===== src/include/dbg_defines.svh =====
// ==========================================================================
// sizing macros for the debug bridge: frame and word widths, capture depth
// and the idle pipeline select code
// ==========================================================================
`ifndef DBG_DEFINES_SVH
`define DBG_DEFINES_SVH

// width of every command and response frame
`define DBG_FRAME_W 32

// width of one word captured from the pipeline
`define DBG_REG_W 32

// number of pipeline words a single capture can hold
`define DBG_BUF_WORDS 3

// select code that matches no source on the pipeline side
`define DBG_SEL_NONE 6'b111111

`endif


===== src/hw/dbg_pkg.sv =====
// ==========================================================================
// debug bridge types: command and request codes, command frame layout,
// pipeline control bundle, response kinds and response frame codes
// ==========================================================================
`default_nettype none

`include "dbg_defines.svh"

package dbg_pkg;

   // command codes carried in the top six bits of a frame
   typedef enum logic [5:0] {
      CMD_START         = 6'd1,
      CMD_RESET         = 6'd2,
      CMD_REQ_DATA      = 6'd3,
      CMD_LOAD_LSB      = 6'd4,
      CMD_LOAD_MSB      = 6'd5,
      CMD_MODE_GET      = 6'd8,
      CMD_MODE_SET_CONT = 6'd9,
      CMD_MODE_SET_STEP = 6'd10,
      CMD_STEP          = 6'd32,
      CMD_GOT_DATA      = 6'd36,
      CMD_GIB_DATA      = 6'd37
   } cmd_code_e;

   // request types, low bit picks control over data for the latches
   typedef enum logic [8:0] {
      REQ_MEM_DATA         = 9'b000_0000_01,
      REQ_MEM_INSTR        = 9'b000_0000_10,
      REQ_REG              = 9'b000_0001_00,
      REQ_REG_PC           = 9'b000_0001_01,
      REQ_LATCH_FETCH_DATA = 9'b000_0010_00,
      REQ_LATCH_FETCH_CTRL = 9'b000_0010_01,
      REQ_LATCH_DECO_DATA  = 9'b000_0100_00,
      REQ_LATCH_DECO_CTRL  = 9'b000_0100_01,
      REQ_LATCH_EXEC_DATA  = 9'b000_1000_00,
      REQ_LATCH_EXEC_CTRL  = 9'b000_1000_01,
      REQ_LATCH_MEM_DATA   = 9'b001_0000_00,
      REQ_LATCH_MEM_CTRL   = 9'b001_0000_01
   } req_type_e;

   // frame written by the control processor
   typedef struct packed {
      cmd_code_e   code;
      logic        strobe;
      req_type_e   req_type;
      logic [15:0] data;
   } cmd_frame_t;

   // control bundle toward the pipeline under test
   typedef struct packed {
      logic                  reset;
      logic                  valid;
      logic [3:0]            instr_we;
      logic [8:0]            instr_addr;
      logic [`DBG_REG_W-1:0] instr_data;
      logic [15:0]           mem_addr;
      logic [5:0]            request_select;
   } mips_ctrl_t;

   typedef enum logic [2:0] {
      RESP_NONE,
      RESP_OK,
      RESP_NOK,
      RESP_DATA,
      RESP_MODE,
      RESP_EOP
   } resp_sel_e;

   // response frames, code on top and zeros below
   localparam logic [`DBG_FRAME_W-1:0] FRAME_OK        = {6'd3, {(`DBG_FRAME_W-6){1'b0}}};
   localparam logic [`DBG_FRAME_W-1:0] FRAME_NOK       = {6'd2, {(`DBG_FRAME_W-6){1'b0}}};
   localparam logic [`DBG_FRAME_W-1:0] FRAME_EOP       = {6'd4, {(`DBG_FRAME_W-6){1'b0}}};
   localparam logic [`DBG_FRAME_W-1:0] FRAME_MODE_CONT = {6'd9, {(`DBG_FRAME_W-6){1'b0}}};
   localparam logic [`DBG_FRAME_W-1:0] FRAME_MODE_STEP = {6'd10, {(`DBG_FRAME_W-6){1'b0}}};

endpackage

`default_nettype wire


===== src/hw/dbg_request_decoder.sv =====
// ==========================================================================
// request type to pipeline select code translation
// ==========================================================================
`timescale 1ns/1ps
`default_nettype none

`include "dbg_defines.svh"

module dbg_request_decoder (
   input  wire dbg_pkg::req_type_e i_req_type,
   input  wire [4:0]               i_reg_num,
   output logic [5:0]              o_select
);

   import dbg_pkg::*;

   // latch codes run 36..43, data before control per stage
   always_comb begin
      case (i_req_type)
         REQ_MEM_DATA:         o_select = 6'd32;
         REQ_MEM_INSTR:        o_select = 6'd33;
         REQ_REG:              o_select = {1'b0, i_reg_num};
         REQ_REG_PC:           o_select = 6'd34;
         REQ_LATCH_FETCH_DATA: o_select = 6'd36;
         REQ_LATCH_FETCH_CTRL: o_select = 6'd37;
         REQ_LATCH_DECO_DATA:  o_select = 6'd38;
         REQ_LATCH_DECO_CTRL:  o_select = 6'd39;
         REQ_LATCH_EXEC_DATA:  o_select = 6'd40;
         REQ_LATCH_EXEC_CTRL:  o_select = 6'd41;
         REQ_LATCH_MEM_DATA:   o_select = 6'd42;
         REQ_LATCH_MEM_CTRL:   o_select = 6'd43;
         default:              o_select = `DBG_SEL_NONE;
      endcase
   end

endmodule

`default_nettype wire


===== src/hw/dbg_cmd_fsm.sv =====
// ==========================================================================
// command strobe edge detector, run and mode state, and decode of the
// command code into pipeline control and response selection
// ==========================================================================
`timescale 1ns/1ps
`default_nettype none

`include "dbg_defines.svh"

module dbg_cmd_fsm (
   input  wire                        i_clock,
   input  wire                        i_reset,
   input  wire dbg_pkg::cmd_frame_t   i_frame,
   input  wire [5:0]                  i_select_code,
   output dbg_pkg::mips_ctrl_t        o_mips_ctrl,
   output logic                       o_fire,
   output logic                       o_start_capture,
   output logic                       o_read_next,
   output dbg_pkg::resp_sel_e         o_resp_sel,
   output logic                       o_step_mode
);

   import dbg_pkg::*;

   logic strobe_q;
   logic running;
   logic step_mode;

   // previous strobe sample for the rising edge
   always_ff @(posedge i_clock) begin
      if (i_reset) begin
         strobe_q <= 1'b0;
      end else begin
         strobe_q <= i_frame.strobe;
      end
   end

   assign o_fire      = i_frame.strobe & ~strobe_q;
   assign o_step_mode = step_mode;

   // run flag and execution mode, updated on the edge closing the fire cycle
   always_ff @(posedge i_clock) begin
      if (i_reset) begin
         running   <= 1'b0;
         step_mode <= 1'b0;
      end else if (o_fire) begin
         case (i_frame.code)
            CMD_START: begin
               running <= 1'b1;
            end
            CMD_RESET: begin
               running <= 1'b0;
            end
            CMD_MODE_SET_CONT: begin
               step_mode <= 1'b0;
            end
            CMD_MODE_SET_STEP: begin
               step_mode <= 1'b1;
            end
            default: begin
            end
         endcase
      end
   end

   always_comb begin
      o_mips_ctrl.reset          = 1'b0;
      o_mips_ctrl.instr_we       = 4'b0000;
      o_mips_ctrl.instr_addr     = i_frame.req_type;
      o_mips_ctrl.mem_addr       = i_frame.data;
      o_mips_ctrl.request_select = `DBG_SEL_NONE;
      // msb load places the data field in the upper half
      if (i_frame.code == CMD_LOAD_MSB) begin
         o_mips_ctrl.instr_data = {i_frame.data, 16'h0000};
      end else begin
         o_mips_ctrl.instr_data = {16'h0000, i_frame.data};
      end
      // continuous mode follows the run flag, step mode only pulses
      o_mips_ctrl.valid = step_mode ? 1'b0 : running;
      o_start_capture   = 1'b0;
      o_read_next       = 1'b0;
      o_resp_sel        = RESP_NONE;

      if (o_fire) begin
         // eop or nok unless the command asks for something else
         o_resp_sel = RESP_EOP;
         case (i_frame.code)
            CMD_START, CMD_STEP: begin
               if (step_mode) begin
                  o_mips_ctrl.valid = 1'b1;
               end
            end
            CMD_RESET: begin
               o_mips_ctrl.reset = 1'b1;
               o_mips_ctrl.valid = 1'b0;
            end
            CMD_LOAD_LSB: begin
               o_mips_ctrl.instr_we = 4'b0011;
            end
            CMD_LOAD_MSB: begin
               o_mips_ctrl.instr_we = 4'b1100;
            end
            CMD_REQ_DATA: begin
               o_mips_ctrl.request_select = i_select_code;
               o_start_capture            = 1'b1;
            end
            CMD_MODE_GET: begin
               o_resp_sel = RESP_MODE;
            end
            CMD_GOT_DATA: begin
               o_resp_sel = RESP_OK;
            end
            CMD_GIB_DATA: begin
               o_resp_sel  = RESP_DATA;
               o_read_next = 1'b1;
            end
            default: begin
            end
         endcase
      end
   end

endmodule

`default_nettype wire


===== src/hw/dbg_capture_timer.sv =====
// ==========================================================================
// capture pacing: enable flag, saturating fill count and readout pointer
// ==========================================================================
`timescale 1ns/1ps
`default_nettype none

`include "dbg_defines.svh"

module dbg_capture_timer (
   input  wire        i_clock,
   input  wire        i_reset,
   input  wire        i_start_capture,
   input  wire        i_eod,
   input  wire        i_read_next,
   output logic       o_capture_en,
   output logic [1:0] o_fill,
   output logic [1:0] o_read_ptr
);

   logic capture_run;

   // no store once eod shows up or the buffer is full
   assign o_capture_en = capture_run & ~i_eod & (o_fill != 2'(`DBG_BUF_WORDS));

   always_ff @(posedge i_clock) begin
      if (i_reset) begin
         capture_run <= 1'b0;
      end else if (i_start_capture) begin
         capture_run <= 1'b1;
      end else if (i_eod) begin
         capture_run <= 1'b0;
      end
   end

   always_ff @(posedge i_clock) begin
      if (i_reset || i_start_capture) begin
         o_fill <= 2'd0;
      end else if (o_capture_en) begin
         o_fill <= o_fill + 2'd1;
      end
   end

   // pointer stops at the fill count, so extra reads keep answering nok
   always_ff @(posedge i_clock) begin
      if (i_reset || i_start_capture) begin
         o_read_ptr <= 2'd0;
      end else if (i_read_next && (o_read_ptr < o_fill)) begin
         o_read_ptr <= o_read_ptr + 2'd1;
      end
   end

endmodule

`default_nettype wire


===== src/hw/dbg_capture_buffer.sv =====
// ==========================================================================
// store for captured pipeline words, response frame selection and the
// registered response toward the control processor
// ==========================================================================
`timescale 1ns/1ps
`default_nettype none

`include "dbg_defines.svh"

module dbg_capture_buffer (
   input  wire                       i_clock,
   input  wire                       i_reset,
   input  wire                       i_capture_en,
   input  wire [1:0]                 i_fill,
   input  wire [1:0]                 i_read_ptr,
   input  wire [`DBG_REG_W-1:0]      i_word,
   input  wire dbg_pkg::resp_sel_e   i_resp_sel,
   input  wire                       i_fire,
   input  wire                       i_step_mode,
   input  wire                       i_eop,
   output logic [`DBG_FRAME_W-1:0]   o_frame
);

   import dbg_pkg::*;

   logic [`DBG_REG_W-1:0]   words [`DBG_BUF_WORDS];
   logic                    have_word;
   logic [`DBG_FRAME_W-1:0] next_frame;

   // slot index is the fill count at the time of the store
   always_ff @(posedge i_clock) begin
      if (i_capture_en) begin
         words[i_fill] <= i_word;
      end
   end

   assign have_word = i_read_ptr < i_fill;

   always_comb begin
      case (i_resp_sel)
         RESP_OK: begin
            next_frame = have_word ? FRAME_OK : FRAME_NOK;
         end
         RESP_DATA: begin
            next_frame = have_word ? words[i_read_ptr] : FRAME_NOK;
         end
         RESP_MODE: begin
            next_frame = i_step_mode ? FRAME_MODE_STEP : FRAME_MODE_CONT;
         end
         RESP_EOP: begin
            next_frame = i_eop ? FRAME_EOP : FRAME_NOK;
         end
         default: begin
            next_frame = FRAME_NOK;
         end
      endcase
   end

   // response holds until the next command
   always_ff @(posedge i_clock) begin
      if (i_reset) begin
         o_frame <= '0;
      end else if (i_fire) begin
         o_frame <= next_frame;
      end
   end

endmodule

`default_nettype wire


===== src/hw/dbg_bridge_top.sv =====
// ==========================================================================
// debug bridge top: command FSM, capture timer, capture buffer and
// request decoder between the control processor and the pipeline
// ==========================================================================
`timescale 1ns/1ps
`default_nettype none

`include "dbg_defines.svh"

module dbg_bridge_top (
   input  wire                       i_clock,
   input  wire                       i_reset,
   input  wire dbg_pkg::cmd_frame_t  i_frame_from_ctrl,
   input  wire [`DBG_FRAME_W-1:0]    i_frame_from_mips,
   input  wire                       i_eod,
   input  wire                       i_eop,
   output dbg_pkg::mips_ctrl_t       o_mips_ctrl,
   output logic [`DBG_FRAME_W-1:0]   o_frame_to_ctrl
);

   import dbg_pkg::*;

   logic       fire;
   logic       start_capture;
   logic       read_next;
   logic       step_mode;
   logic       capture_en;
   logic [1:0] fill;
   logic [1:0] read_ptr;
   logic [5:0] select_code;
   resp_sel_e  resp_sel;

   // register number sits in the low bits of the data field
   dbg_request_decoder u_decoder (
      .i_req_type (i_frame_from_ctrl.req_type),
      .i_reg_num  (i_frame_from_ctrl.data[4:0]),
      .o_select   (select_code)
   );

   dbg_cmd_fsm u_cmd_fsm (
      .i_clock         (i_clock),
      .i_reset         (i_reset),
      .i_frame         (i_frame_from_ctrl),
      .i_select_code   (select_code),
      .o_mips_ctrl     (o_mips_ctrl),
      .o_fire          (fire),
      .o_start_capture (start_capture),
      .o_read_next     (read_next),
      .o_resp_sel      (resp_sel),
      .o_step_mode     (step_mode)
   );

   dbg_capture_timer u_timer (
      .i_clock         (i_clock),
      .i_reset         (i_reset),
      .i_start_capture (start_capture),
      .i_eod           (i_eod),
      .i_read_next     (read_next),
      .o_capture_en    (capture_en),
      .o_fill          (fill),
      .o_read_ptr      (read_ptr)
   );

   dbg_capture_buffer u_buffer (
      .i_clock     (i_clock),
      .i_reset     (i_reset),
      .i_capture_en(capture_en),
      .i_fill      (fill),
      .i_read_ptr  (read_ptr),
      .i_word      (i_frame_from_mips),
      .i_resp_sel  (resp_sel),
      .i_fire      (fire),
      .i_step_mode (step_mode),
      .i_eop       (i_eop),
      .o_frame     (o_frame_to_ctrl)
   );

endmodule

`default_nettype wire


===== config.mk =====
export PLATFORM = sky130hd
export DESIGN_NAME = dbg_bridge_top
export DESIGN_NICKNAME = d
export VERILOG_FILES = /design/src/hw/dbg_pkg.sv /design/src/hw/dbg_request_decoder.sv /design/src/hw/dbg_cmd_fsm.sv /design/src/hw/dbg_capture_timer.sv /design/src/hw/dbg_capture_buffer.sv /design/src/hw/dbg_bridge_top.sv
export VERILOG_INCLUDE_DIRS = /design/src /design/src/include
export SDC_FILE = /design/constraint.sdc
export NUM_CORES = 1
export LEC_CHECK = 0
export ABC_AREA = 1
export BUFFER_PORTS_ARGS = -buffer_cell sky130_fd_sc_hd__buf_4
export CORE_MARGIN = 5
export CORE_UTILIZATION = 40
export CTS_CLUSTER_SIZE = 20
export DETAILED_ROUTE_END_ITERATION = 8
export GPL_TIMING_DRIVEN = 1
export HOLD_SLACK_MARGIN = 0.05
export RECOVER_POWER = 100
export SLEW_MARGIN = 15
export SYNTH_ARGS = -nofsm -noshare
export SYNTH_HDL_FRONTEND = slang
export SYNTH_HIERARCHICAL = 1
export SYNTH_SLANG_ARGS = --single-unit

===== constraint.sdc =====
create_clock -name i_clock -period 5.95 [get_ports i_clock]
set_input_delay 0.595 -clock i_clock [delete_from_list [all_inputs] [get_ports i_clock]]
set_output_delay 0.595 -clock i_clock [all_outputs]
set_load 0.02 [all_outputs]

==> results.sh <==
export IMPL_status="finished, violations left"
export IMPL_violations="capacitance limit, slew limit"
export IMPL_seq_area_mm2=0.00368
export IMPL_cts_resized=0
export IMPL_synth_cell_types=35
export IMPL_finalHoldViolCount=0
export IMPL_setup_violations=0
export IMPL_synth_nets=765
export IMPL_hp_class="primary input to flip-flop"
export IMPL_setup_slack_ns=2.12
export IMPL_cts_tree="yes"
export IMPL_vias=5054
export IMPL_r2r_slack_ns=2.12
export IMPL_cp_required_ns=5.96
export IMPL_path_class="flip-flop to flip-flop"
export IMPL_clkSinkCount=136
export IMPL_dieWidth_um=137
export IMPL_worst_pin_slew_ns=3.12
export IMPL_ios=169
export IMPL_slew_headroom_pct=-109
export IMPL_fin_setup_tns_ns=0
export IMPL_worstHoldPathCells=1
export IMPL_r2r_start="u_timer/o_fill[0]"
export IMPL_rows=46
export IMPL_synth_cells=694
export IMPL_dpl_hpwl_um=10900
export IMPL_multi_input_area_mm2=0.00201
export IMPL_fin_nets=903
export IMPL_ys_warn_count=6
export IMPL_critPathArrivalTime_ns=3.83
export IMPL_pre_cts_slack_ns=2.90
export IMPL_ys_flop_type="edfxtp_1"
export IMPL_postCtsSetupBuffers=0
export IMPL_drt_iter0_drc=353
export IMPL_track_usage_pct=16.7
export IMPL_io_buffers=168
export IMPL_netlist_area_mm2=0.00641
export IMPL_post_drt_wl_per_cell_um=14.9
export IMPL_fin_crit_sh_pct=64.3
export IMPL_vias_per_cell=4.76
export IMPL_wl_um=15900
export IMPL_drive_gt1_share_pct=14.3
export IMPL_async_flop_share_pct=0
export IMPL_diodes=0
export IMPL_root_buffer="clkbuf_16"
export IMPL_period_minus_slack_ns=3.83
export IMPL_postSynthAreaPerCell_um2=9.23
export IMPL_die_y_um=137
export IMPL_antenna_found_initial=1
export IMPL_cts_htree_levels=4
export IMPL_antenna_left=0
export IMPL_path_clk_slew_ns=0.06
export IMPL_max_freq_mhz=261
export IMPL_final_core_util_pct=48.2
export IMPL_cap_viol_max_count=4
export IMPL_ir_drop_mv=0.246
export IMPL_clock_skew_ns=0.00921
export IMPL_ys_seq_elements=136
export IMPL_drc=0
export IMPL_grt_ovfl_total=0
export IMPL_drv_slew=118
export IMPL_final_common_cell="nand2_1"
export IMPL_p_per_area_mw_per_mm2=283
export IMPL_final_cell_mix="nand2_1 (187), clkbuf_1 (133), edfxtp_1 (96)"
export IMPL_cts_buffer_depth=2
export IMPL_grt_max_degree=62
export IMPL_synth_enable_flop_cells=96
export IMPL_path_max_fanout=20
export IMPL_rsz0062_at_grt="false"
export IMPL_initial_core_util_pct=40.5
export IMPL_power_total_mw=2.16
export IMPL_hp_start="i_frame_from_mips[19]"
export IMPL_cts_buffers=17
export IMPL_place_gp_congestion=0.892
export IMPL_grt_pass1_wl_um=24600
export IMPL_reg2reg_depth=6
export IMPL_grt_pass1_vias=4988
export IMPL_hold_path_end="u_buffer/words[0][19]"
export IMPL_syn2layout_area_growth_pct=19.1
export IMPL_coreArea_mm2=0.0158
export IMPL_leakage_nw=2.93
export IMPL_hold_buffers=0
export IMPL_start_kind="flip-flop"
export IMPL_die_area_mm2=0.0187
export IMPL_reg2reg_to="u_buffer/words[0][30]"
export IMPL_fillCellCount=1615
export IMPL_worstSkewPairLatency_ns=0.40
export IMPL_synth_yosys_seq_area_share_pct=57.5
export IMPL_end_kind="flip-flop"
export IMPL_dr_pass1_iters=5
worst max path at each step:
| stage | from | endpoint | cells past startpoint | slack, ns |
|---|---|---|---|---|
| 6_report | u_timer/o_fill[0] | u_buffer/words[0][30] | 6 | 2.12 |
| 5_1_grt | u_timer/o_fill[0] | u_buffer/words[0][30] | 6 | 1.71 |
| 4_1_cts | u_timer/o_fill[0] | u_buffer/words[0][30] | 6 | 3.16 |
| 3_5_place_dp | i_frame_from_ctrl[29] | u_buffer/o_frame[15] | 9 | 2.90 |
| 3_3_place_gp | i_frame_from_ctrl[29] | u_buffer/o_frame[19] | 9 | 3.00 |
| 2_1_floorplan | i_eod | u_buffer/words[2][0] | 5 | 2.38 |
flip-flops by register name, summed over array words and instances (netlist names):
signal                 count
u_buffer/o_frame          32
u_buffer/words            96
u_cmd_fsm/o_step_mode      1
u_cmd_fsm/running          1
u_cmd_fsm/strobe_q         1
u_timer/capture_run        1
u_timer/o_fill             2
u_timer/o_read_ptr         2
power breakdown:
part           total (mW)  switching (mW)  internal (mW)
clock                1.01           0.392          0.619
combinational       0.129          0.0890         0.0403
sequential           1.02         0.00110           1.01
routing by layer:
layer,wire (um),track usage [%]
met1,6850,20.8
met5,15,0
met4,246,5.49
met2,7420,28.2
met3,1330,4.49
stage by stage:
stage               cells  hold WS [ns]  instance area, um^2
floorplan             694         0.459                 6410
global placement     1029         0.463                 7630
detailed placement   1029         0.466                 7630
CTS                  1061         0.362                 8210
global route         1061         0.413                 7630
finish               1061         0.412                 7630
synth_stat cells, types with 2 or more instances:
cell type	instances	area share (%)
nand2_1	185	11
nand3_1	24	1.9
nand3b_1	8	0.94
o21ai_0	9	0.70
a31oi_1	28	2.7
nor2_4	3	0.53
nor3_4	2	0.51
nand3_2	2	0.31
clkbuf_1	16	0.94
buf_4	28	3.3
inv_2	7	0.41
nor3_1	5	0.39
edfxtp_1	96	45
nor2_2	22	2.1
nor2_1	69	4.0
o21bai_1	2	0.23
ha_1	3	0.59
a21oi_2	10	1.4
a21oi_1	30	2.3
nand2_2	15	1.5
inv_1	69	4.0
dfxtp_1	40	12
nand4_1	4	0.39
buf_2	2	0.16
buf_6	5	0.88
area by class of cell:
type                            count  share of cell area [%]
Clock buffer                       18                    5.62
Clock inverter                     14                    1.95
Inverter                           78                    3.85
Multi-Input combinational cell    427                    26.3
Sequential cell                   136                    48.3
Tap cell                          216                    3.54
Timing Repair Buffer              172                    10.4
worst max-delay path, cell delays in order, from the launching register on:
cell      delay, ns
dfxtp_1        0.38
ha_1           0.21
nand3b_1       0.22
inv_1          0.11
inv_1          0.05
nor3_1         1.43
clkbuf_1       1.02
kinds of logic (layout without fill, tap and decap cells):
| group | Yosys count | count (layout) | synth area share (%) |
|---|---|---|---|
| DFF | 136 | 136 | 57.5 |
| adders and majority gates | 3 | 3 | 0.586 |
| AOI/OAI and AO/OA | 82 | 82 | 7.81 |
| and+or+nand+nor | 342 | 342 | 24.0 |
| buffers and inverters | 131 | 282 | 10.1 |
Note: power is estimated with default switching activity, not from simulation.
